===== config.mk =====
export PLATFORM = sky130hd
export DESIGN_NAME = id_stage
export DESIGN_NICKNAME = d
export VERILOG_FILES = /design/src/logic/la32_id_pkg.sv /design/src/logic/branch_resolve.sv /design/src/logic/id_ex_reg.sv /design/src/logic/id_stage.sv /design/src/logic/inst_decoder.sv /design/src/logic/operand_forward.sv
export SDC_FILE = /design/constraint.sdc
export NUM_CORES = 1
export LEC_CHECK = 0
export BUFFER_PORTS_ARGS = -buffer_cell sky130_fd_sc_hd__buf_2
export CORE_MARGIN = 10
export CORE_UTILIZATION = 51
export DETAILED_ROUTE_END_ITERATION = 12
export PLACE_DENSITY = 0.85
export REMOVE_ABC_BUFFERS = 1
export SKIP_CTS_REPAIR_TIMING = 1
export SYNTH_ARGS = -nofsm -noshare
export SYNTH_HDL_FRONTEND = slang
export SYNTH_HIERARCHICAL = 1
export SYNTH_SLANG_ARGS = --single-unit

===== constraint.sdc =====
create_clock -name clk -period 26.9 [get_ports clk]
set_clock_uncertainty 0.15 [all_clocks]
set_input_delay 5.38 -clock clk [delete_from_list [all_inputs] [get_ports clk]]
set_output_delay 5.38 -clock clk [all_outputs]
set_load 0.005 [all_outputs]

===== src/logic/la32_id_pkg.sv =====
package la32_id_pkg;

  localparam int WORD_W     = 32;
  localparam int REG_ADDR_W = 5;

  typedef logic [WORD_W-1:0]     word_t;
  typedef logic [WORD_W-1:0]     inst_t;
  typedef logic [REG_ADDR_W-1:0] reg_addr_t;

  typedef enum logic [4:0] {
    ALU_NOP, ALU_ADD, ALU_SUB, ALU_SLT, ALU_SLTU, ALU_AND, ALU_OR, ALU_XOR, ALU_NOR,
    ALU_SLL, ALU_SRL, ALU_SRA, ALU_LUI,
    ALU_LD_B, ALU_LD_H, ALU_LD_W, ALU_LD_BU, ALU_LD_HU, ALU_ST_B, ALU_ST_H, ALU_ST_W,
    ALU_JIRL, ALU_B, ALU_BL, ALU_BEQ, ALU_BNE, ALU_BLT, ALU_BGE, ALU_BLTU, ALU_BGEU
  } alu_op_t;

  typedef enum logic [2:0] {
    SEL_NOP, SEL_LOGIC, SEL_SHIFT, SEL_ARITH, SEL_MOVE, SEL_JUMP, SEL_LOAD_STORE
  } alu_sel_t;

  // Major opcode, bits 31:26
  localparam logic [5:0] OPC6_JIRL  = 6'b010011;
  localparam logic [5:0] OPC6_B     = 6'b010100;
  localparam logic [5:0] OPC6_BL    = 6'b010101;
  localparam logic [5:0] OPC6_BEQ   = 6'b010110;
  localparam logic [5:0] OPC6_BNE   = 6'b010111;
  localparam logic [5:0] OPC6_BLT   = 6'b011000;
  localparam logic [5:0] OPC6_BGE   = 6'b011001;
  localparam logic [5:0] OPC6_BLTU  = 6'b011010;
  localparam logic [5:0] OPC6_BGEU  = 6'b011011;
  localparam logic [5:0] OPC6_MEM   = 6'b001010;
  localparam logic [5:0] OPC6_ARITH = 6'b000000;

  localparam logic [6:0] OPC7_LU12I = 7'b0001010;

  // Bits 25:20 whose low two bits belong to si12/ui12 in the immediate forms
  localparam logic [5:0] OPC_SUB6_LD_B  = 6'b0000??;
  localparam logic [5:0] OPC_SUB6_LD_H  = 6'b0001??;
  localparam logic [5:0] OPC_SUB6_LD_W  = 6'b0010??;
  localparam logic [5:0] OPC_SUB6_ST_B  = 6'b0100??;
  localparam logic [5:0] OPC_SUB6_ST_H  = 6'b0101??;
  localparam logic [5:0] OPC_SUB6_ST_W  = 6'b0110??;
  localparam logic [5:0] OPC_SUB6_LD_BU = 6'b1000??;
  localparam logic [5:0] OPC_SUB6_LD_HU = 6'b1001??;
  localparam logic [5:0] OPC_SUB6_SLTI  = 6'b1000??;
  localparam logic [5:0] OPC_SUB6_SLTUI = 6'b1001??;
  localparam logic [5:0] OPC_SUB6_ADDI  = 6'b1010??;
  localparam logic [5:0] OPC_SUB6_ANDI  = 6'b1101??;
  localparam logic [5:0] OPC_SUB6_ORI   = 6'b1110??;
  localparam logic [5:0] OPC_SUB6_XORI  = 6'b1111??;
  localparam logic [5:0] OPC_SUB6_LONG  = 6'b000001;
  localparam logic [5:0] OPC_SUB6_SHIFT = 6'b000100;

  // Bits 19:15 inside LONG and SHIFT
  localparam logic [4:0] OPC_SUB5_ADD  = 5'b00000;
  localparam logic [4:0] OPC_SUB5_SUB  = 5'b00010;
  localparam logic [4:0] OPC_SUB5_SLT  = 5'b00100;
  localparam logic [4:0] OPC_SUB5_SLTU = 5'b00101;
  localparam logic [4:0] OPC_SUB5_NOR  = 5'b01000;
  localparam logic [4:0] OPC_SUB5_AND  = 5'b01001;
  localparam logic [4:0] OPC_SUB5_OR   = 5'b01010;
  localparam logic [4:0] OPC_SUB5_XOR  = 5'b01011;
  localparam logic [4:0] OPC_SUB5_SLL  = 5'b01110;
  localparam logic [4:0] OPC_SUB5_SRL  = 5'b01111;
  localparam logic [4:0] OPC_SUB5_SRA  = 5'b10000;
  localparam logic [4:0] OPC_SUB5_SLLI = 5'b00001;
  localparam logic [4:0] OPC_SUB5_SRLI = 5'b01001;
  localparam logic [4:0] OPC_SUB5_SRAI = 5'b10001;

  localparam reg_addr_t ZERO_REG   = 5'd0;
  localparam reg_addr_t LINK_REG   = 5'd1;
  localparam word_t     INST_BYTES = 32'd4;

endpackage


===== src/logic/branch_resolve.sv =====
module branch_resolve (
  input  la32_id_pkg::alu_op_t br_kind_i,
  input  la32_id_pkg::word_t   pc_i,
  input  la32_id_pkg::inst_t   inst_i,
  input  la32_id_pkg::word_t   op1_i,
  input  la32_id_pkg::word_t   op2_i,
  output logic                 taken_o,
  output la32_id_pkg::word_t   target_o,
  output la32_id_pkg::word_t   link_o
);

  la32_id_pkg::word_t offs16;
  la32_id_pkg::word_t offs26;
  la32_id_pkg::word_t pc_next;
  logic               signed_lt;
  logic               unsigned_lt;
  logic               cond_hit;

  assign offs16      = {{14{inst_i[25]}}, inst_i[25:10], 2'b00};
  assign offs26      = {{4{inst_i[9]}}, inst_i[9:0], inst_i[25:10], 2'b00};
  assign pc_next     = pc_i + la32_id_pkg::INST_BYTES;
  assign signed_lt   = $signed(op1_i) < $signed(op2_i);
  assign unsigned_lt = op1_i < op2_i;

  always_comb
  begin
    taken_o  = 1'b0;
    target_o = '0;
    link_o   = '0;
    cond_hit = 1'b0;
    case (br_kind_i)
      la32_id_pkg::ALU_B:
      begin
        taken_o  = 1'b1;
        target_o = pc_i + offs26;
      end
      la32_id_pkg::ALU_BL:
      begin
        taken_o  = 1'b1;
        target_o = pc_i + offs26;
        link_o   = pc_next;
      end
      la32_id_pkg::ALU_JIRL:
      begin
        // Base is the forwarded rj
        taken_o  = 1'b1;
        target_o = op1_i + offs16;
        link_o   = pc_next;
      end
      la32_id_pkg::ALU_BEQ:  cond_hit = (op1_i == op2_i);
      la32_id_pkg::ALU_BNE:  cond_hit = (op1_i != op2_i);
      la32_id_pkg::ALU_BLT:  cond_hit = signed_lt;
      la32_id_pkg::ALU_BGE:  cond_hit = !signed_lt;
      la32_id_pkg::ALU_BLTU: cond_hit = unsigned_lt;
      la32_id_pkg::ALU_BGEU: cond_hit = !unsigned_lt;
      default:               cond_hit = 1'b0;
    endcase
    if (cond_hit)
    begin
      taken_o  = 1'b1;
      target_o = pc_i + offs16;
    end
  end

endmodule


===== src/logic/id_ex_reg.sv =====
module id_ex_reg (
  input  logic                   clk,
  input  logic                   rst_n_i,
  input  logic                   stall_i,
  input  logic                   valid_i,
  input  la32_id_pkg::alu_op_t   aluop_i,
  input  la32_id_pkg::alu_sel_t  alusel_i,
  input  la32_id_pkg::word_t     reg1_i,
  input  la32_id_pkg::word_t     reg2_i,
  input  la32_id_pkg::reg_addr_t waddr_i,
  input  logic                   wreg_i,
  input  la32_id_pkg::word_t     link_i,
  output logic                   valid_o,
  output la32_id_pkg::alu_op_t   aluop_o,
  output la32_id_pkg::alu_sel_t  alusel_o,
  output la32_id_pkg::word_t     reg1_o,
  output la32_id_pkg::word_t     reg2_o,
  output la32_id_pkg::reg_addr_t waddr_o,
  output logic                   wreg_o,
  output la32_id_pkg::word_t     link_o
);

  // Control fields clear to a bubble on reset
  always_ff @(posedge clk)
  begin
    if (!rst_n_i)
    begin
      valid_o  <= 1'b0;
      aluop_o  <= la32_id_pkg::ALU_NOP;
      alusel_o <= la32_id_pkg::SEL_NOP;
      wreg_o   <= 1'b0;
    end
    else if (!stall_i)
    begin
      valid_o  <= valid_i;
      aluop_o  <= aluop_i;
      alusel_o <= alusel_i;
      wreg_o   <= wreg_i;
    end
  end

  always_ff @(posedge clk)
  begin
    if (!stall_i)
    begin
      reg1_o  <= reg1_i;
      reg2_o  <= reg2_i;
      waddr_o <= waddr_i;
      link_o  <= link_i;
    end
  end

endmodule


===== src/logic/id_stage.sv =====
module id_stage (
  input  logic                   clk,
  input  logic                   rst_n_i,
  input  logic                   id_valid_i,
  input  logic                   stall_i,
  input  la32_id_pkg::word_t     pc_i,
  input  la32_id_pkg::inst_t     inst_i,
  input  la32_id_pkg::word_t     reg1_data_i,
  input  la32_id_pkg::word_t     reg2_data_i,
  input  logic                   ex_wreg_i,
  input  la32_id_pkg::reg_addr_t ex_waddr_i,
  input  la32_id_pkg::word_t     ex_wdata_i,
  input  logic                   mem_wreg_i,
  input  la32_id_pkg::reg_addr_t mem_waddr_i,
  input  la32_id_pkg::word_t     mem_wdata_i,
  output logic                   reg1_read_o,
  output la32_id_pkg::reg_addr_t reg1_addr_o,
  output logic                   reg2_read_o,
  output la32_id_pkg::reg_addr_t reg2_addr_o,
  output logic                   branch_flag_o,
  output la32_id_pkg::word_t     branch_target_o,
  output la32_id_pkg::word_t     link_addr_o,
  output logic                   ex_valid_o,
  output la32_id_pkg::alu_op_t   ex_aluop_o,
  output la32_id_pkg::alu_sel_t  ex_alusel_o,
  output la32_id_pkg::word_t     ex_reg1_o,
  output la32_id_pkg::word_t     ex_reg2_o,
  output la32_id_pkg::reg_addr_t ex_waddr_o,
  output logic                   ex_wreg_o,
  output la32_id_pkg::word_t     ex_link_addr_o
);

  la32_id_pkg::word_t     imm;
  la32_id_pkg::word_t     operand1;
  la32_id_pkg::word_t     operand2;
  la32_id_pkg::reg_addr_t waddr;
  logic                   wreg;
  la32_id_pkg::alu_op_t   aluop;
  la32_id_pkg::alu_sel_t  alusel;
  la32_id_pkg::alu_op_t   br_kind;
  logic                   inst_ok;

  inst_decoder u_decoder (
    .inst_i     (inst_i),
    .valid_i    (id_valid_i),
    .rd1_en_o   (reg1_read_o),
    .rd2_en_o   (reg2_read_o),
    .rd1_addr_o (reg1_addr_o),
    .rd2_addr_o (reg2_addr_o),
    .waddr_o    (waddr),
    .wreg_o     (wreg),
    .imm_o      (imm),
    .aluop_o    (aluop),
    .alusel_o   (alusel),
    .br_kind_o  (br_kind),
    .inst_ok_o  (inst_ok)
  );

  operand_forward u_fwd1 (
    .rd_en_i     (reg1_read_o),
    .rd_addr_i   (reg1_addr_o),
    .rf_data_i   (reg1_data_i),
    .imm_i       (imm),
    .ex_wreg_i   (ex_wreg_i),
    .ex_waddr_i  (ex_waddr_i),
    .ex_wdata_i  (ex_wdata_i),
    .mem_wreg_i  (mem_wreg_i),
    .mem_waddr_i (mem_waddr_i),
    .mem_wdata_i (mem_wdata_i),
    .operand_o   (operand1)
  );

  operand_forward u_fwd2 (
    .rd_en_i     (reg2_read_o),
    .rd_addr_i   (reg2_addr_o),
    .rf_data_i   (reg2_data_i),
    .imm_i       (imm),
    .ex_wreg_i   (ex_wreg_i),
    .ex_waddr_i  (ex_waddr_i),
    .ex_wdata_i  (ex_wdata_i),
    .mem_wreg_i  (mem_wreg_i),
    .mem_waddr_i (mem_waddr_i),
    .mem_wdata_i (mem_wdata_i),
    .operand_o   (operand2)
  );

  branch_resolve u_branch (
    .br_kind_i (br_kind),
    .pc_i      (pc_i),
    .inst_i    (inst_i),
    .op1_i     (operand1),
    .op2_i     (operand2),
    .taken_o   (branch_flag_o),
    .target_o  (branch_target_o),
    .link_o    (link_addr_o)
  );

  id_ex_reg u_id_ex (
    .clk      (clk),
    .rst_n_i  (rst_n_i),
    .stall_i  (stall_i),
    .valid_i  (inst_ok),
    .aluop_i  (aluop),
    .alusel_i (alusel),
    .reg1_i   (operand1),
    .reg2_i   (operand2),
    .waddr_i  (waddr),
    .wreg_i   (wreg),
    .link_i   (link_addr_o),
    .valid_o  (ex_valid_o),
    .aluop_o  (ex_aluop_o),
    .alusel_o (ex_alusel_o),
    .reg1_o   (ex_reg1_o),
    .reg2_o   (ex_reg2_o),
    .waddr_o  (ex_waddr_o),
    .wreg_o   (ex_wreg_o),
    .link_o   (ex_link_addr_o)
  );

endmodule


===== src/logic/inst_decoder.sv =====
module inst_decoder (
  input  la32_id_pkg::inst_t     inst_i,
  input  logic                   valid_i,
  output logic                   rd1_en_o,
  output logic                   rd2_en_o,
  output la32_id_pkg::reg_addr_t rd1_addr_o,
  output la32_id_pkg::reg_addr_t rd2_addr_o,
  output la32_id_pkg::reg_addr_t waddr_o,
  output logic                   wreg_o,
  output la32_id_pkg::word_t     imm_o,
  output la32_id_pkg::alu_op_t   aluop_o,
  output la32_id_pkg::alu_sel_t  alusel_o,
  output la32_id_pkg::alu_op_t   br_kind_o,
  output logic                   inst_ok_o
);

  la32_id_pkg::reg_addr_t rd;
  la32_id_pkg::reg_addr_t rj;
  la32_id_pkg::reg_addr_t rk;
  la32_id_pkg::word_t     si12_sext;
  la32_id_pkg::word_t     ui12_zext;
  la32_id_pkg::word_t     ui5_zext;
  la32_id_pkg::word_t     offs16_sext;
  la32_id_pkg::word_t     ui20_hi;
  la32_id_pkg::alu_op_t   op;
  logic [5:0]             sub6;
  logic [4:0]             sub5;
  logic                   reg_reg;

  assign rd          = inst_i[4:0];
  assign rj          = inst_i[9:5];
  assign rk          = inst_i[14:10];
  assign sub6        = inst_i[25:20];
  assign sub5        = inst_i[19:15];
  assign si12_sext   = {{20{inst_i[21]}}, inst_i[21:10]};
  assign ui12_zext   = {20'h0, inst_i[21:10]};
  assign ui5_zext    = {27'h0, inst_i[14:10]};
  assign offs16_sext = {{14{inst_i[25]}}, inst_i[25:10], 2'b00};
  assign ui20_hi     = {inst_i[24:5], 12'h0};

  // Opcode to ALU op and immediate
  always_comb
  begin
    op      = la32_id_pkg::ALU_NOP;
    imm_o   = '0;
    reg_reg = 1'b0;
    if (valid_i && inst_i[31:25] == la32_id_pkg::OPC7_LU12I)
    begin
      op    = la32_id_pkg::ALU_LUI;
      imm_o = ui20_hi;
    end
    else if (valid_i)
    begin
      case (inst_i[31:26])
        la32_id_pkg::OPC6_JIRL:
        begin
          op    = la32_id_pkg::ALU_JIRL;
          imm_o = offs16_sext;
        end
        la32_id_pkg::OPC6_B:    op = la32_id_pkg::ALU_B;
        la32_id_pkg::OPC6_BL:   op = la32_id_pkg::ALU_BL;
        la32_id_pkg::OPC6_BEQ:  op = la32_id_pkg::ALU_BEQ;
        la32_id_pkg::OPC6_BNE:  op = la32_id_pkg::ALU_BNE;
        la32_id_pkg::OPC6_BLT:  op = la32_id_pkg::ALU_BLT;
        la32_id_pkg::OPC6_BGE:  op = la32_id_pkg::ALU_BGE;
        la32_id_pkg::OPC6_BLTU: op = la32_id_pkg::ALU_BLTU;
        la32_id_pkg::OPC6_BGEU: op = la32_id_pkg::ALU_BGEU;
        la32_id_pkg::OPC6_MEM:
        begin
          imm_o = si12_sext;
          casez (sub6)
            la32_id_pkg::OPC_SUB6_LD_B:  op = la32_id_pkg::ALU_LD_B;
            la32_id_pkg::OPC_SUB6_LD_H:  op = la32_id_pkg::ALU_LD_H;
            la32_id_pkg::OPC_SUB6_LD_W:  op = la32_id_pkg::ALU_LD_W;
            la32_id_pkg::OPC_SUB6_ST_B:  op = la32_id_pkg::ALU_ST_B;
            la32_id_pkg::OPC_SUB6_ST_H:  op = la32_id_pkg::ALU_ST_H;
            la32_id_pkg::OPC_SUB6_ST_W:  op = la32_id_pkg::ALU_ST_W;
            la32_id_pkg::OPC_SUB6_LD_BU: op = la32_id_pkg::ALU_LD_BU;
            la32_id_pkg::OPC_SUB6_LD_HU: op = la32_id_pkg::ALU_LD_HU;
            default:                     op = la32_id_pkg::ALU_NOP;
          endcase
        end
        la32_id_pkg::OPC6_ARITH:
        begin
          imm_o = si12_sext;
          casez (sub6)
            la32_id_pkg::OPC_SUB6_SLTI:  op = la32_id_pkg::ALU_SLT;
            la32_id_pkg::OPC_SUB6_SLTUI: op = la32_id_pkg::ALU_SLTU;
            la32_id_pkg::OPC_SUB6_ADDI:  op = la32_id_pkg::ALU_ADD;
            la32_id_pkg::OPC_SUB6_ANDI,
            la32_id_pkg::OPC_SUB6_ORI,
            la32_id_pkg::OPC_SUB6_XORI:
            begin
              // Logical immediates are zero extended
              imm_o = ui12_zext;
              case (sub6[3:2])
                2'b01:   op = la32_id_pkg::ALU_AND;
                2'b10:   op = la32_id_pkg::ALU_OR;
                default: op = la32_id_pkg::ALU_XOR;
              endcase
            end
            la32_id_pkg::OPC_SUB6_LONG:
            begin
              reg_reg = 1'b1;
              case (sub5)
                la32_id_pkg::OPC_SUB5_ADD:  op = la32_id_pkg::ALU_ADD;
                la32_id_pkg::OPC_SUB5_SUB:  op = la32_id_pkg::ALU_SUB;
                la32_id_pkg::OPC_SUB5_SLT:  op = la32_id_pkg::ALU_SLT;
                la32_id_pkg::OPC_SUB5_SLTU: op = la32_id_pkg::ALU_SLTU;
                la32_id_pkg::OPC_SUB5_NOR:  op = la32_id_pkg::ALU_NOR;
                la32_id_pkg::OPC_SUB5_AND:  op = la32_id_pkg::ALU_AND;
                la32_id_pkg::OPC_SUB5_OR:   op = la32_id_pkg::ALU_OR;
                la32_id_pkg::OPC_SUB5_XOR:  op = la32_id_pkg::ALU_XOR;
                la32_id_pkg::OPC_SUB5_SLL:  op = la32_id_pkg::ALU_SLL;
                la32_id_pkg::OPC_SUB5_SRL:  op = la32_id_pkg::ALU_SRL;
                la32_id_pkg::OPC_SUB5_SRA:  op = la32_id_pkg::ALU_SRA;
                default:                    op = la32_id_pkg::ALU_NOP;
              endcase
            end
            la32_id_pkg::OPC_SUB6_SHIFT:
            begin
              imm_o = ui5_zext;
              case (sub5)
                la32_id_pkg::OPC_SUB5_SLLI: op = la32_id_pkg::ALU_SLL;
                la32_id_pkg::OPC_SUB5_SRLI: op = la32_id_pkg::ALU_SRL;
                la32_id_pkg::OPC_SUB5_SRAI: op = la32_id_pkg::ALU_SRA;
                default:                    op = la32_id_pkg::ALU_NOP;
              endcase
            end
            default: op = la32_id_pkg::ALU_NOP;
          endcase
        end
        default: op = la32_id_pkg::ALU_NOP;
      endcase
      // Unknown sub-opcode leaves no immediate behind
      if (op == la32_id_pkg::ALU_NOP)
        imm_o = '0;
    end
  end

  // ALU op to register use, result class and branch kind
  always_comb
  begin
    inst_ok_o  = (op != la32_id_pkg::ALU_NOP);
    rd1_en_o   = inst_ok_o;
    rd2_en_o   = reg_reg && inst_ok_o;
    rd1_addr_o = rj;
    rd2_addr_o = rk;
    waddr_o    = rd;
    wreg_o     = inst_ok_o;
    alusel_o   = la32_id_pkg::SEL_NOP;
    br_kind_o  = la32_id_pkg::ALU_NOP;
    case (op)
      la32_id_pkg::ALU_ADD, la32_id_pkg::ALU_SUB, la32_id_pkg::ALU_SLT, la32_id_pkg::ALU_SLTU:
        alusel_o = la32_id_pkg::SEL_ARITH;
      la32_id_pkg::ALU_AND, la32_id_pkg::ALU_OR, la32_id_pkg::ALU_XOR, la32_id_pkg::ALU_NOR:
        alusel_o = la32_id_pkg::SEL_LOGIC;
      la32_id_pkg::ALU_SLL, la32_id_pkg::ALU_SRL, la32_id_pkg::ALU_SRA:
        alusel_o = la32_id_pkg::SEL_SHIFT;
      la32_id_pkg::ALU_LUI:
      begin
        alusel_o = la32_id_pkg::SEL_MOVE;
        rd1_en_o = 1'b0;
      end
      la32_id_pkg::ALU_LD_B, la32_id_pkg::ALU_LD_H, la32_id_pkg::ALU_LD_W,
      la32_id_pkg::ALU_LD_BU, la32_id_pkg::ALU_LD_HU:
        alusel_o = la32_id_pkg::SEL_LOAD_STORE;
      la32_id_pkg::ALU_ST_B, la32_id_pkg::ALU_ST_H, la32_id_pkg::ALU_ST_W:
      begin
        alusel_o = la32_id_pkg::SEL_LOAD_STORE;
        wreg_o   = 1'b0;
      end
      la32_id_pkg::ALU_JIRL:
      begin
        alusel_o  = la32_id_pkg::SEL_JUMP;
        br_kind_o = op;
      end
      la32_id_pkg::ALU_B, la32_id_pkg::ALU_BL:
      begin
        alusel_o  = la32_id_pkg::SEL_JUMP;
        br_kind_o = op;
        rd1_en_o  = 1'b0;
        wreg_o    = (op == la32_id_pkg::ALU_BL);
        waddr_o   = la32_id_pkg::LINK_REG;
      end
      la32_id_pkg::ALU_BEQ, la32_id_pkg::ALU_BNE, la32_id_pkg::ALU_BLT,
      la32_id_pkg::ALU_BGE, la32_id_pkg::ALU_BLTU, la32_id_pkg::ALU_BGEU:
      begin
        // Compare operands are rd then rj
        alusel_o   = la32_id_pkg::SEL_JUMP;
        br_kind_o  = op;
        rd2_en_o   = 1'b1;
        rd1_addr_o = rd;
        rd2_addr_o = rj;
        wreg_o     = 1'b0;
      end
      default:
        alusel_o = la32_id_pkg::SEL_NOP;
    endcase
  end

  assign aluop_o = op;

endmodule


===== src/logic/operand_forward.sv =====
module operand_forward (
  input  logic                   rd_en_i,
  input  la32_id_pkg::reg_addr_t rd_addr_i,
  input  la32_id_pkg::word_t     rf_data_i,
  input  la32_id_pkg::word_t     imm_i,
  input  logic                   ex_wreg_i,
  input  la32_id_pkg::reg_addr_t ex_waddr_i,
  input  la32_id_pkg::word_t     ex_wdata_i,
  input  logic                   mem_wreg_i,
  input  la32_id_pkg::reg_addr_t mem_waddr_i,
  input  la32_id_pkg::word_t     mem_wdata_i,
  output la32_id_pkg::word_t     operand_o
);

  // Youngest producer wins
  always_comb
  begin
    if (!rd_en_i)
      operand_o = imm_i;
    else if (rd_addr_i == la32_id_pkg::ZERO_REG)
      operand_o = '0;
    else if (ex_wreg_i && ex_waddr_i == rd_addr_i)
      operand_o = ex_wdata_i;
    else if (mem_wreg_i && mem_waddr_i == rd_addr_i)
      operand_o = mem_wdata_i;
    else
      operand_o = rf_data_i;
  end

endmodule


**Word level (Yosys, flattened, before mapping)**

Memory sizes are Yosys's and may differ from the RTL's.
Index checks and enable logic that the tools add are counted.

- Add/subtract/negate cells: 4
- $lt $le $gt $ge: 2
- Equality and inequality tests: 73
- Mux-type cells: 39
- Reductions and logical operators: 27

Operators with widths:

| kind | number |
|---|---|
| 2-to-1 mux 32 bit | 13 |
| one-hot mux 32 bit (2 select lines) | 2 |
| equality test 5 bit (second input constant) | 24 |
| adder 32 bit | 3 |
| one-hot mux 32 bit (3 select lines) | 1 |
| less-than comparator 32 bit | 2 |
| one-hot mux 5 bit (11 select lines) | 1 |
| equality test 6 x 5 -> 1 bit (second input constant) | 9 |
| equality test 5 x 4 -> 1 bit (second input constant) | 9 |
| one-hot mux 5 bit (8 select lines) | 1 |
| 2-to-1 mux 5 bit | 7 |
| adder 32 x 3 -> 32 bit (second input constant) | 1 |
| equality test 32 bit | 1 |
| inequality test 32 bit | 1 |
| one-hot mux 5 bit (6 select lines) | 1 |
| equality test 4 bit (second input constant) | 6 |
| equality test 5 x 3 -> 1 bit (second input constant) | 4 |
| equality test 5 bit | 4 |
| one-hot mux 3 bit (6 select lines) | 1 |
| OR reduction 9 bit | 2 |
| zero test 5 bit | 3 |
| equality test 4 x 3 -> 1 bit (second input constant) | 3 |
| one-hot mux 4 bit (3 select lines) | 1 |
| OR reduction 3 bit | 4 |
| other kinds (23) | 41 |

- Register bits: 111
- ROM bits: 128
- Input bits: 208
- Output and inout bits: 188
- Memories kept: 1

Memory list:

| name | depth | width | rd ports | clocked after Yosys merged registers in | write ports | line | text |
|---|---|---|---|---|---|---|---|
| (name not given) | 32 | 4 | 1 | 0 | 0 | inst_decoder.sv:105 | `case (sub5)` |

**Depth between registers and ports, before layout**

Gate-level depths: netlist (run 1).

- Depth in word-level cells: 21
- Mapped depth: 31
- Gate-level depth less buffers: 24

**Modules after synthesis**

The synthesis (run 1) kept the hierarchy.

By module, submodules not included:

| module | times used | cells each | area an instance (um^2) |
|---|---|---|---|
| branch_resolve | 1 | 781 | 5510.3 |
| id_ex_reg | 1 | 133 | 3410.8 |
| operand_forward | 2 | 159 | 1119.8 |
| inst_decoder | 1 | 233 | 1610.3 |

**Least setup slack after synthesis (run 1)**

Ideal clock, no wire load.

- Path kind: input -> output
- From: in inst_i[28]
- To: out branch_target_o[15]
- Arrival: 11.025 ns
- Data required time: 21.370 ns
- Slack: 10.345 ns
- Stages: 27
- Buffers on the path: 6
- Cell sequence: buf_2 > nand4bb_4 > or3_4 > o32a_1 > a21bo_4 > nand3_2 > o32ai_4 > buf_6 > mux2_4 > or4_1 > o21ai_2 > nor3_2 > clkbuf_8 > a21oi_1 > o21ai_1 > ha_1 > nand4_2 > or4b_1 > a41oi_2 > nor2_1 > xnor2_1 > o31a_1 > buf_6 > and2_4 > buf_6 > buf_12 > o22ai_2

- Elaborated cells on any way between the ends: 84

RTL lines:

| what | line | text |
|---|---|---|
| start: declaration | id_stage.sv:7 | `input la32_id_pkg::inst_t inst_i,` |
| equality test 6 x 4 -> 1 bit (tied with other cells) | inst_decoder.sv:54 | `case (inst_i[31:26])` |
| one-hot mux 5 bit (11 select lines) | inst_decoder.sv:54 |  |
| 2-to-1 mux 5 bit | inst_decoder.sv:52 | `else if (valid_i)` |
| 2-to-1 mux 5 bit | inst_decoder.sv:47 | `if (valid_i && inst_i[31:25] == la32_id_pkg::OPC7_LU12I)` |
| 2-to-1 mux 5 bit | inst_decoder.sv:52 |  |
| 2-to-1 mux 5 bit * | inst_decoder.sv:47 |  |
| equality test 5 bit | inst_decoder.sv:153 | `case (op)` |
| OR reduction 9 bit (no line) | n/a |  |
| 2-to-1 mux 5 bit * | inst_decoder.sv:153 |  |
| via br_kind[3] | id_stage.sv:40 | `la32_id_pkg::alu_op_t br_kind;` |
| equality test 5 bit | branch_resolve.sv:31 | `case (br_kind_i)` |
| OR reduction 2 bit (no line) | n/a |  |
| one-hot mux 32 bit (2 select lines) | branch_resolve.sv:31 |  |
| 2-to-1 mux 32 bit * | branch_resolve.sv:58 | `if (cond_hit)` |
| end: declaration | id_stage.sv:21 | `output la32_id_pkg::word_t branch_target_o,` |

The timed path passes the listed nets; every way through them passes the cells marked *. The select of a mux whose other input is x is not followed.

**Worst setup path after layout (run 1)**

- From: in inst_i[25]
- To: out branch_target_o[10]

- Elaborated cells on any way between the ends: 92

RTL lines:

| what | line | text |
|---|---|---|
| equality test 4 bit | inst_decoder.sv:86 | `casez (sub6)` |
| OR reduction 3 bit | inst_decoder.sv:86 |  |
| one-hot mux 5 bit (6 select lines) | inst_decoder.sv:86 |  |
| one-hot mux 5 bit (11 select lines) | inst_decoder.sv:54 |  |
| 2-to-1 mux 5 bit | inst_decoder.sv:52 |  |
| 2-to-1 mux 5 bit | inst_decoder.sv:47 |  |
| 2-to-1 mux 5 bit | inst_decoder.sv:52 |  |
| 2-to-1 mux 5 bit * | inst_decoder.sv:47 |  |
| equality test 5 bit | inst_decoder.sv:153 |  |
| OR reduction 9 bit (no line) | n/a |  |
| 2-to-1 mux 5 bit * | inst_decoder.sv:153 |  |
| via br_kind[3] | id_stage.sv:40 |  |
| equality test 5 bit | branch_resolve.sv:31 |  |
| OR reduction 2 bit (no line) | n/a |  |
| one-hot mux 32 bit (2 select lines) | branch_resolve.sv:31 |  |
| 2-to-1 mux 32 bit * | branch_resolve.sv:58 |  |

Marked as above.

==> flow_metrics.tcl, run 1 <==
set metrics [dict create \
    r2r_end "u_id_ex/aluop_o[0]$_SDFFE_PN0N_" \
    worstHoldStart "u_id_ex/valid_o$_SDFFE_PN0N_" \
    syn_avg_cell_area_um2 8.717 \
    grtUsageTotal 0.3032 \
    cts_buffer_depth 2 \
    worstHoldPathCells 2 \
    r2r_cells 2 \
    cts_root_buffer "clkbuf_16" \
    yosysWarnings 6 \
    netlist_area_um2 12770 \
    total_power_uw 565.3 \
    hold_ws_ns 0.3868 \
    p_comb_frac 0.371 \
    max_slew_margin 0.2081 \
    setup_violations 0 \
    grt_pass1_vias 13166 \
    wire_per_inst_um 23.80 \
    final_nets 2134 \
    vias_per_cell 6.231 \
    dr.first_iter.drc_count 1485 \
    critical_path.startpoint "inst_i[25]" \
    crit_fanout 43 \
    yosysSeqAreaShare 0.2532 \
    hold_end "u_id_ex/valid_o$_SDFFE_PN0N_" \
    path_buf_inv 4 \
    setup_ws_ns 7.769 \
    drt-total-wl_mm 51.31 \
    synth_edf_count 101 \
    area_growth_pct 18.71 \
    place_hpwl_mm 40.37 \
    synth-async-reset-ratio 0 \
    hp-class "reg2reg" \
    setup_tns_ns 0 \
    pwr-share-clk 0.271 \
    synth.distinct_cells 98 \
    cts_buffers 9 \
    io_pins 396 \
    cts_tree "built" \
    grt_pass1_wl_mm 75.66 \
    critPathTopFamily "compound AO/OA/AOI/OAI gates" \
    end_kind "output pin" \
    cap_violations 0 \
    gp_congestion 0.9689 \
    finalCriticalPeriod_ns 19.13 \
    p_per_area_nw_per_um2 37.28 \
    intPower_uw 358.2 \
    busiest_layer "met2" \
    ys_ff_latch 111 \
    n_fill_cell 2144 \
    p_leak_nw 6.801 \
    switching_power_uw 207.1 \
    seqPwrFrac 0.358 \
    r2r_slack_ns 26.13 \
    die_w_um 178.2 \
    grt_max_degree 62 \
    grt_use_met2 0.5151 \
    core_area_um2 24460 \
    clk_latency_ns 0.36 \
    grt_overflow 0 \
    fp.dieH_um 178.2 \
    status "completed" \
    max_stage_delay_ns 0.76 \
    clock-sinks 111 \
    start_util 0.5221 \
    antenna_found_initial 8 \
    fmax_mhz 52.27 \
    met1_usage 0.3576 \
    die_area_um2 31770 \
    reg2reg_from "u_id_ex/aluop_o[0]$_SDFFE_PN0N_" \
    cp.required_ns 21.37 \
    synth-main-ff-cell "edfxtp_1" \
    drtAntennaViolNets 0 \
    path_clk_slew_ns 0.08 \
    worstMarginPinSlew_ns 1.185 \
    fin_crit_sh 0.7112 \
    dp_slack_ns 8.059 \
    io_buffers 395 \
    first_pass_iters 6 \
    cpMaxStageDelayCell "o32ai_4" \
    vias 13434 \
    worstSetupPathType "in2out" \
    arrival_ns 13.60 \
    rsz0062_at_grt "no" \
    layout-drive-gt1-share 0.2658 \
    num_rows 57 \
    synthCells 1465 \
    h-tree-depth 3 \
    hold_viol 0 \
    report.final.slew_viol_count 0 \
    grt_use_met3 0.07526 \
    switching_share 0.3664 \
    ir_worst_vdd_mv 0.02464 \
    cp-start-kind "input pin" \
    drc_errors 0 \
]
-- area by class of cell --
type | instances | area (um^2) | share of cell area
well taps | 324 | 405.4 | 0.02674
clock buffers | 9 | 225.2 | 0.01486
repair buffers | 407 | 2067 | 0.1363
diodes | 7 | 17.52 | 0.001155
flip-flops and latches | 111 | 3233 | 0.2133
multi-input cells | 1230 | 8886 | 0.5861
clock inverters | 7 | 95.09 | 0.006272
inverters | 61 | 231.5 | 0.01527
-- synth_stat cells (6+ instances only) --
master,n,share of area
a21oi_1,154,0.060
ha_1,104,0.10
edfxtp_1,101,0.24
nor2b_1,88,0.043
nor2_1,87,0.026
mux2i_1,77,0.060
nand2_1,67,0.020
o21ai_1,66,0.026
xnor2_1,61,0.042
inv_1,60,0.018
a21o_1,58,0.034
xor2_1,52,0.036
o21ai_0,49,0.019
nor3_1,30,0.012
and3_1,24,0.012
clkbuf_1,22,0.0065
nand3_1,22,0.0086
nand4_1,21,0.010
a22oi_1,16,0.0094
a31oi_1,15,0.0073
buf_2,15,0.0059
o21bai_1,15,0.0088
and2_1,13,0.0064
nand2b_1,12,0.0059
or3_1,11,0.0054
dfxtp_1,10,0.016
o211ai_1,10,0.0059
or2_2,10,0.0049
a211o_1,9,0.0062
o22ai_1,9,0.0044
nor4_1,8,0.0039
o221ai_1,8,0.0055
a22o_1,7,0.0048
o21a_1,7,0.0041
o31ai_1,7,0.0041
a211oi_1,6,0.0035
buf_6,6,0.0053
buf_8,6,0.0071
clkbuf_2,6,0.0024
clkbuf_8,6,0.0065
mux2_4,6,0.0071
-- layer usage --
metal,wire [um],vias to the layer above
li1,-,6200
met1,19550,6301
met2,24690,804
met3,5165,127
met4,1892,2
met5,12,-
-- logic make-up (layout without fill, tap and decap cells) --
| family | count (synthesis) | count (layout) | share of synthesized area |
|---|---|---|---|
| and+or+nand+nor | 431 | 431 | 0.1846 |
| DFF | 111 | 111 | 0.2532 |
| other | 0 | 7 | 0 |
| buffers and inverters | 124 | 484 | 0.05359 |
| muxes | 89 | 89 | 0.07270 |
| xor gates and xnor gates | 114 | 114 | 0.07877 |
| adders and majority gates | 106 | 106 | 0.1050 |
| AOI/OAI and AO/OA | 490 | 490 | 0.2522 |
-- state kept, by name, indices dropped and copies added, names as in the netlist --
signal            count
u_id_ex/aluop_o       5
u_id_ex/reg1_o       32
u_id_ex/alusel_o      3
u_id_ex/waddr_o       5
u_id_ex/valid_o       1
u_id_ex/reg2_o       32
u_id_ex/link_o       32
u_id_ex/wreg_o        1
-- worst register-to-register path: stages, from the launching register on --
cell and delay (ns):
dfxtp_1 0.32, mux2i_1 0.13, nor2b_1 0.07
-- per-stage QoR --
| stage | area (um^2) | cells | util |
|---|---|---|---|
| detailed placement | 14820 | 2133 | 0.6060 |
| floorplan | 12320 | 1402 | - |
| global route | 15160 | 2154 | 0.6196 |
| global placement | 14820 | 2133 | 0.6060 |
| CTS | 15140 | 2149 | 0.6190 |
| finish | 15160 | 2156 | 0.6198 |
-- worst max-delay path by stage --
stage,end,slack [ns],cells past startpoint
final,branch_target_o[10],7.77,25
after CTS,branch_target_o[10],8.01,25
after floorplan,branch_target_o[30],8.82,22
after detailed placement,branch_target_o[10],8.06,25
after global routing,branch_target_o[11],7.40,25
after global placement,branch_target_o[12],8.18,25
-- power groups by stage --
stage	registers [mW]	logic, mW	clock network (mW)
4_1_cts	0.202	0.206	0.155
3_5_place_dp	0.206	0.204	0
6_report	0.202	0.210	0.153
5_1_grt	0.203	0.226	0.162
3_3_place_gp	0.206	0.201	0
2_1_floorplan	0.208	0.122	0
-- layout by cell type, fill, tap and decap left out, types with 15 or more instances in the layout --
master and n:
edfxtp_1 101, nor2_1 87, nand3_1 22, mux2i_1 77
ha_1 104, nor2b_1 88, buf_2 395, o21ai_1 66
and3_1 22, a22oi_1 16, inv_1 59, a21oi_1 154
xnor2_1 61, xor2_1 52, a31oi_1 15, a21o_1 58
o21bai_1 15, nor3_1 29, nand2_1 67, o21ai_0 49
nand4_1 21
No activity file was read; power rests on OpenSTA's default activity.
==> inputs of run 2 (changes only) <==
CORE_UTILIZATION = 48   (was 51)
PLACE_DENSITY = 0.84   (was 0.85)
clock period = 15.3 ns   (was 26.9 ns; I/O delays follow)
==> flow_metrics.tcl, run 2 (synthesis gave the netlist of run 1 again) <==
set metrics [dict create \
    io_pins 396 \
    cp.required_ns 12.09 \
    grt_overflow 0 \
    p_leak_nw 6.792 \
    arrival_ns 10.97 \
    cts_root_buffer "clkbuf_16" \
    drtAntennaViolNets 0 \
    drt-total-wl_mm 50.74 \
    largestRegisters "u_id_ex/link_o: 32 flops, u_id_ex/reg1_o: 32 flops, u_id_ex/reg2_o: 32 flops" \
    path_clk_slew_ns 0.09 \
    cpMaxStageDelayCell "nor3_4" \
    cap_violations 0 \
    die_area_um2 33530 \
    hp-class "reg2reg" \
    final_common_cell "buf_2" \
    vias 13288 \
    cts_buffers 9 \
    clk_latency_ns 0.37 \
    h-tree-depth 3 \
    postPlaceCellArea_um2 14840 \
    hold_ws_ns 0.3826 \
    max_stage_delay_ns 1.00 \
    grt_pass1_wl_mm 75.23 \
    grtUsageTotal 0.2851 \
    stdcell_area_um2 15170 \
    die_w_um 183.1 \
    r2r_cells 2 \
    status "completed" \
    cts_buffer_depth 2 \
    end_kind "output pin" \
    io_buffers 395 \
    final_cell_mix "buf_2 (395), a21oi_1 (154), ha_1 (104)" \
    place_hpwl_mm 41.15 \
    n_fill_cell 2419 \
    fin_crit_sh 0.9271 \
    vias_per_cell 6.124 \
    cts_tree "built" \
    wire_per_inst_um 23.38 \
    dr.first_iter.drc_count 1195 \
    post-route-util 0.5805 \
    clock-sinks 111 \
    antenna_found_initial 9 \
    worstMarginPinSlew_ns 1.165 \
    drc_errors 0 \
    num_rows 59 \
    rsz0062_at_grt "no" \
    multi_input_area_um2 8886 \
    crit_fanout 23 \
    report.final.slew_viol_count 0 \
    setup_violations 0 \
    worstSetupPathType "in2out" \
    max_slew_margin 0.2206 \
    ir_worst_vdd_mv 0.04752 \
    fmax_mhz 70.50 \
    worstHoldPathCells 2 \
    first_pass_iters 5 \
    area_growth_pct 18.78 \
    finalCriticalPeriod_ns 14.18 \
    hold_viol 0 \
    grt_pass1_vias 13065 \
    final_nets 2135 \
    regArea_um2 3233 \
    gp_congestion 1.002 \
    setup_ws_ns 1.115 \
    core_area_um2 26130 \
    start_util 0.4887 \
    grt_max_degree 60 \
    p_per_area_nw_per_um2 64.36 \
    layout-drive-gt1-share 0.2662 \
    fp.dieH_um 183.1 \
    cp-start-kind "input pin" \
    dp_slack_ns 1.416 \
    setup_tns_ns 0 \
]
## run 2: cell types whose count changed in the layout (fill, tap and decap cells not counted)
| cell | delta |
|---|---|
| clkinv_8 | +1 |
| inv_6 | -1 |
| clkinv_4 | +1 |
| diode_2 | +2 |
| clkinvlp_4 | +1 |
| buf_4 | +1 |
| bufinv_16 | -1 |
| inv_8 | -1 |
## run 2: power by group
part           internal [mW]  switching, mW
clock network          0.117          0.137
registers              0.350        0.00548
logic                  0.146          0.222
total                  0.613          0.364
## run 2: critical path, delay by kind of cell
kind            cells  cell delay (ns)
xor+xnor            1             0.17
mux                 2             0.68
simple gates        9             3.47
buf+inv             4             0.68
compound gates      8             2.60
fa+ha+maj           1             0.30
## run 2: path summary, 6_finish.rpt
check / startpoint / end / slack (ns)
max: inst_i[24] / branch_target_o[12] / 1.12
min reg2reg: u_id_ex/aluop_o[2]$_SDFFE_PN0N_ / u_id_ex/aluop_o[2]$_SDFFE_PN0N_ / 0.38
min: u_id_ex/aluop_o[2]$_SDFFE_PN0N_ / u_id_ex/aluop_o[2]$_SDFFE_PN0N_ / 0.38
max reg2reg: u_id_ex/aluop_o[1]$_SDFFE_PN0N_ / u_id_ex/aluop_o[1]$_SDFFE_PN0N_ / 14.47
## run 2: layout make-up
class / count / share of cell area
Clock inverter: 7 / 0.005114
Clock buffer: 9 / 0.01485
Antenna cell: 9 / 0.001485
Multi-Input combinational cell: 1230 / 0.5858
Inverter: 61 / 0.01526
Tap cell: 335 / 0.02763
Sequential cell: 111 / 0.2131
Timing Repair Buffer: 408 / 0.1368
## run 2: per-layer routing
layer  GRT usage  wire length [um]  up-vias
met5           0                13        -
met4      0.1479              2207        2
met3     0.07569              4774      117
met2      0.4828             24390      703
met1      0.3244             19360     6251
li1            -                 -     6215
## run 2: metrics by stage
step                      power, mW  instances
after detailed placement     0.7213       2145
after CTS                    0.9740       2161
after floorplan              0.5795       1402
after global routing          1.019       2168
after global placement       0.7144       2145
final                        0.9763       2170
==> inputs of run 3 (changes only) <==
CORE_MARGIN = unset   (was 10)
CORE_UTILIZATION = 51   (was 48)
CTS_BUF_LIST = sky130_fd_sc_hd__clkbuf_8   (was unset)
PLACE_DENSITY = 0.85   (was 0.84)
clock period = 18.2 ns   (was 15.3 ns; I/O delays follow)
==> flow_metrics.tcl, run 3 (synthesis gave the netlist of run 1 again) <==
set metrics [dict create \
    clk_latency_ns 0.40 \
    num_rows 57 \
    critPathTopFamily "simple AND/OR/NAND/NOR gates" \
    total_power_uw 807.7 \
    drt-total-wl_mm 47.96 \
    n_fill_cell 2155 \
    crit_fanout 25 \
    final_nets 2132 \
    path_buf_inv 3 \
    p_per_area_nw_per_um2 53.53 \
    io_pins 396 \
    die_w_um 160.2 \
    path_cells "buf_2 -> or4b_1 -> nor3_2 -> o31ai_1 -> o32ai_4 -> mux2_1 -> xor2_1 -> nor4_1 -> and3_2 -> buf_4 -> mux2i_1 -> o21ai_1 -> ha_1 -> nand4_1 -> or4b_1 -> a41oi_2 -> o21ai_1 -> mux2i_1 -> o31a_1 -> and2_4 -> o21ai_0 -> buf_2" \
    vias_per_cell 6.239 \
    final_cell_mix "buf_2 (395), a21oi_1 (154), ha_1 (104)" \
    report.final.slew_viol_count 0 \
    h-tree-depth 3 \
    final_common_cell "buf_2" \
    max_slew_margin 0.1827 \
    fp.dieH_um 160.2 \
    grt_pass1_wl_mm 71.01 \
    wire_per_inst_um 22.28 \
    hold_viol 0 \
    path_clk_slew_ns 0.12 \
    fmax_mhz 63.24 \
    worstSetupPathType "in2out" \
    antenna_found_initial 7 \
    hp-class "reg2reg" \
    end_kind "output pin" \
    fin_crit_sh 0.8688 \
    cts_tree "built" \
    drtAntennaViolNets 0 \
    setup_violations 0 \
    cp-start-kind "input pin" \
    setup_tns_ns 0 \
    die_area_um2 25680 \
    cpMaxStageDelayCell "and3_2" \
    grt_overflow 0 \
    arrival_ns 12.02 \
    start_util 0.5221 \
    worstMarginPinSlew_ns 1.226 \
    grt_pass1_vias 12701 \
    grt_max_degree 52 \
    drc_errors 0 \
    regArea_um2 3233 \
    layout-drive-gt1-share 0.2649 \
    core_area_um2 24460 \
    cp.required_ns 14.41 \
    max_stage_delay_ns 0.91 \
    vias 13432 \
    first_pass_iters 6 \
    io_buffers 395 \
    area_growth_pct 18.15 \
    grtUsageTotal 0.3585 \
    cts_buffer_depth 2 \
    status "completed" \
    cts_root_buffer "clkbuf_8" \
    gp_congestion 0.9504 \
    place_hpwl_mm 36.82 \
    ir_worst_vdd_mv 0.03723 \
    p_leak_nw 6.765 \
    cts_buffers 9 \
    hold_ws_ns 0.3899 \
    multi_input_area_um2 8886 \
    clock-sinks 111 \
    dr.first_iter.drc_count 1530 \
    largestRegisters "u_id_ex/link_o: 32 flops, u_id_ex/reg1_o: 32 flops, u_id_ex/reg2_o: 32 flops" \
    rsz0062_at_grt "no" \
    finalCriticalPeriod_ns 15.81 \
    cap_violations 0 \
]
==> run 3: changes by cell type in the layout (fill, tap and decap cells not counted) <==
cell | previous run | this run
buf_4 | 13 | 10
bufinv_16 | 0 | 3
clkbuf_16 | 9 | 0
clkbuf_8 | 0 | 9
clkinvlp_4 | 1 | 0
diode_2 | 9 | 6
inv_6 | 2 | 0
==> run 3: power by group <==
part / switching (mW) / internal (mW) / leakage [nW]
logic: 0.187 / 0.122 / 5.59
clock network: 0.104 / 0.0951 / 0.131
registers: 0.00474 / 0.294 / 1.04
==> run 3: final timing paths <==
check | depth (start not counted) | from | endpoint | slack [ns]
max | 22 | inst_i[25] | branch_target_o[6] | 2.39
min | 2 | u_id_ex/aluop_o[2]$_SDFFE_PN0N_ | u_id_ex/aluop_o[2]$_SDFFE_PN0N_ | 0.39
max reg2reg | 2 | u_id_ex/wreg_o$_SDFFE_PN0N_ | u_id_ex/wreg_o$_SDFFE_PN0N_ | 17.36
min reg2reg | 2 | u_id_ex/aluop_o[2]$_SDFFE_PN0N_ | u_id_ex/aluop_o[2]$_SDFFE_PN0N_ | 0.39
==> run 3: worst register-to-register path: cells and delay by family (launching register included) <==
| family | cells | cell delay (ns) |
|---|---|---|
| flops | 1 | 0.34 |
| simple gates | 1 | 0.08 |
| mux | 1 | 0.18 |
==> run 3: area by class of cell <==
class                           instances  share of cell area
Multi-Input combinational cell       1230              0.5889
Antenna cell                            6           0.0009950
Tap cell                              324             0.02687
Sequential cell                       111              0.2143
Timing Repair Buffer                  405              0.1360
Clock inverter                          7            0.009453
Inverter                               61             0.01534
Clock buffer                            9            0.008209
==> run 3: per-stage QoR <==
step	cell area, um^2	std cells	worst slack [ns]	utilization
after floorplan	12320	1402	3.605	-
after global placement	14810	2131	2.825	0.6053
after detailed placement	14810	2131	2.568	0.6053
after CTS	15070	2147	2.537	0.6162
after global routing	15080	2151	1.933	0.6166
final	15090	2153	2.388	0.6168
==> run 3: per-layer routing <==
| layer | global-route usage | routed length (um) | vias up | share of wire |
|---|---|---|---|---|
| met1 | 0.4362 | 18510 | 6284 | 0.39 |
| met2 | 0.6152 | 23010 | 819 | 0.48 |
| li1 | - | - | 6186 | - |
| met4 | 0.1723 | 2108 | 2 | 0.044 |
| met3 | 0.05766 | 4317 | 141 | 0.090 |
| met5 | 0 | 13 | - | 0.00027 |
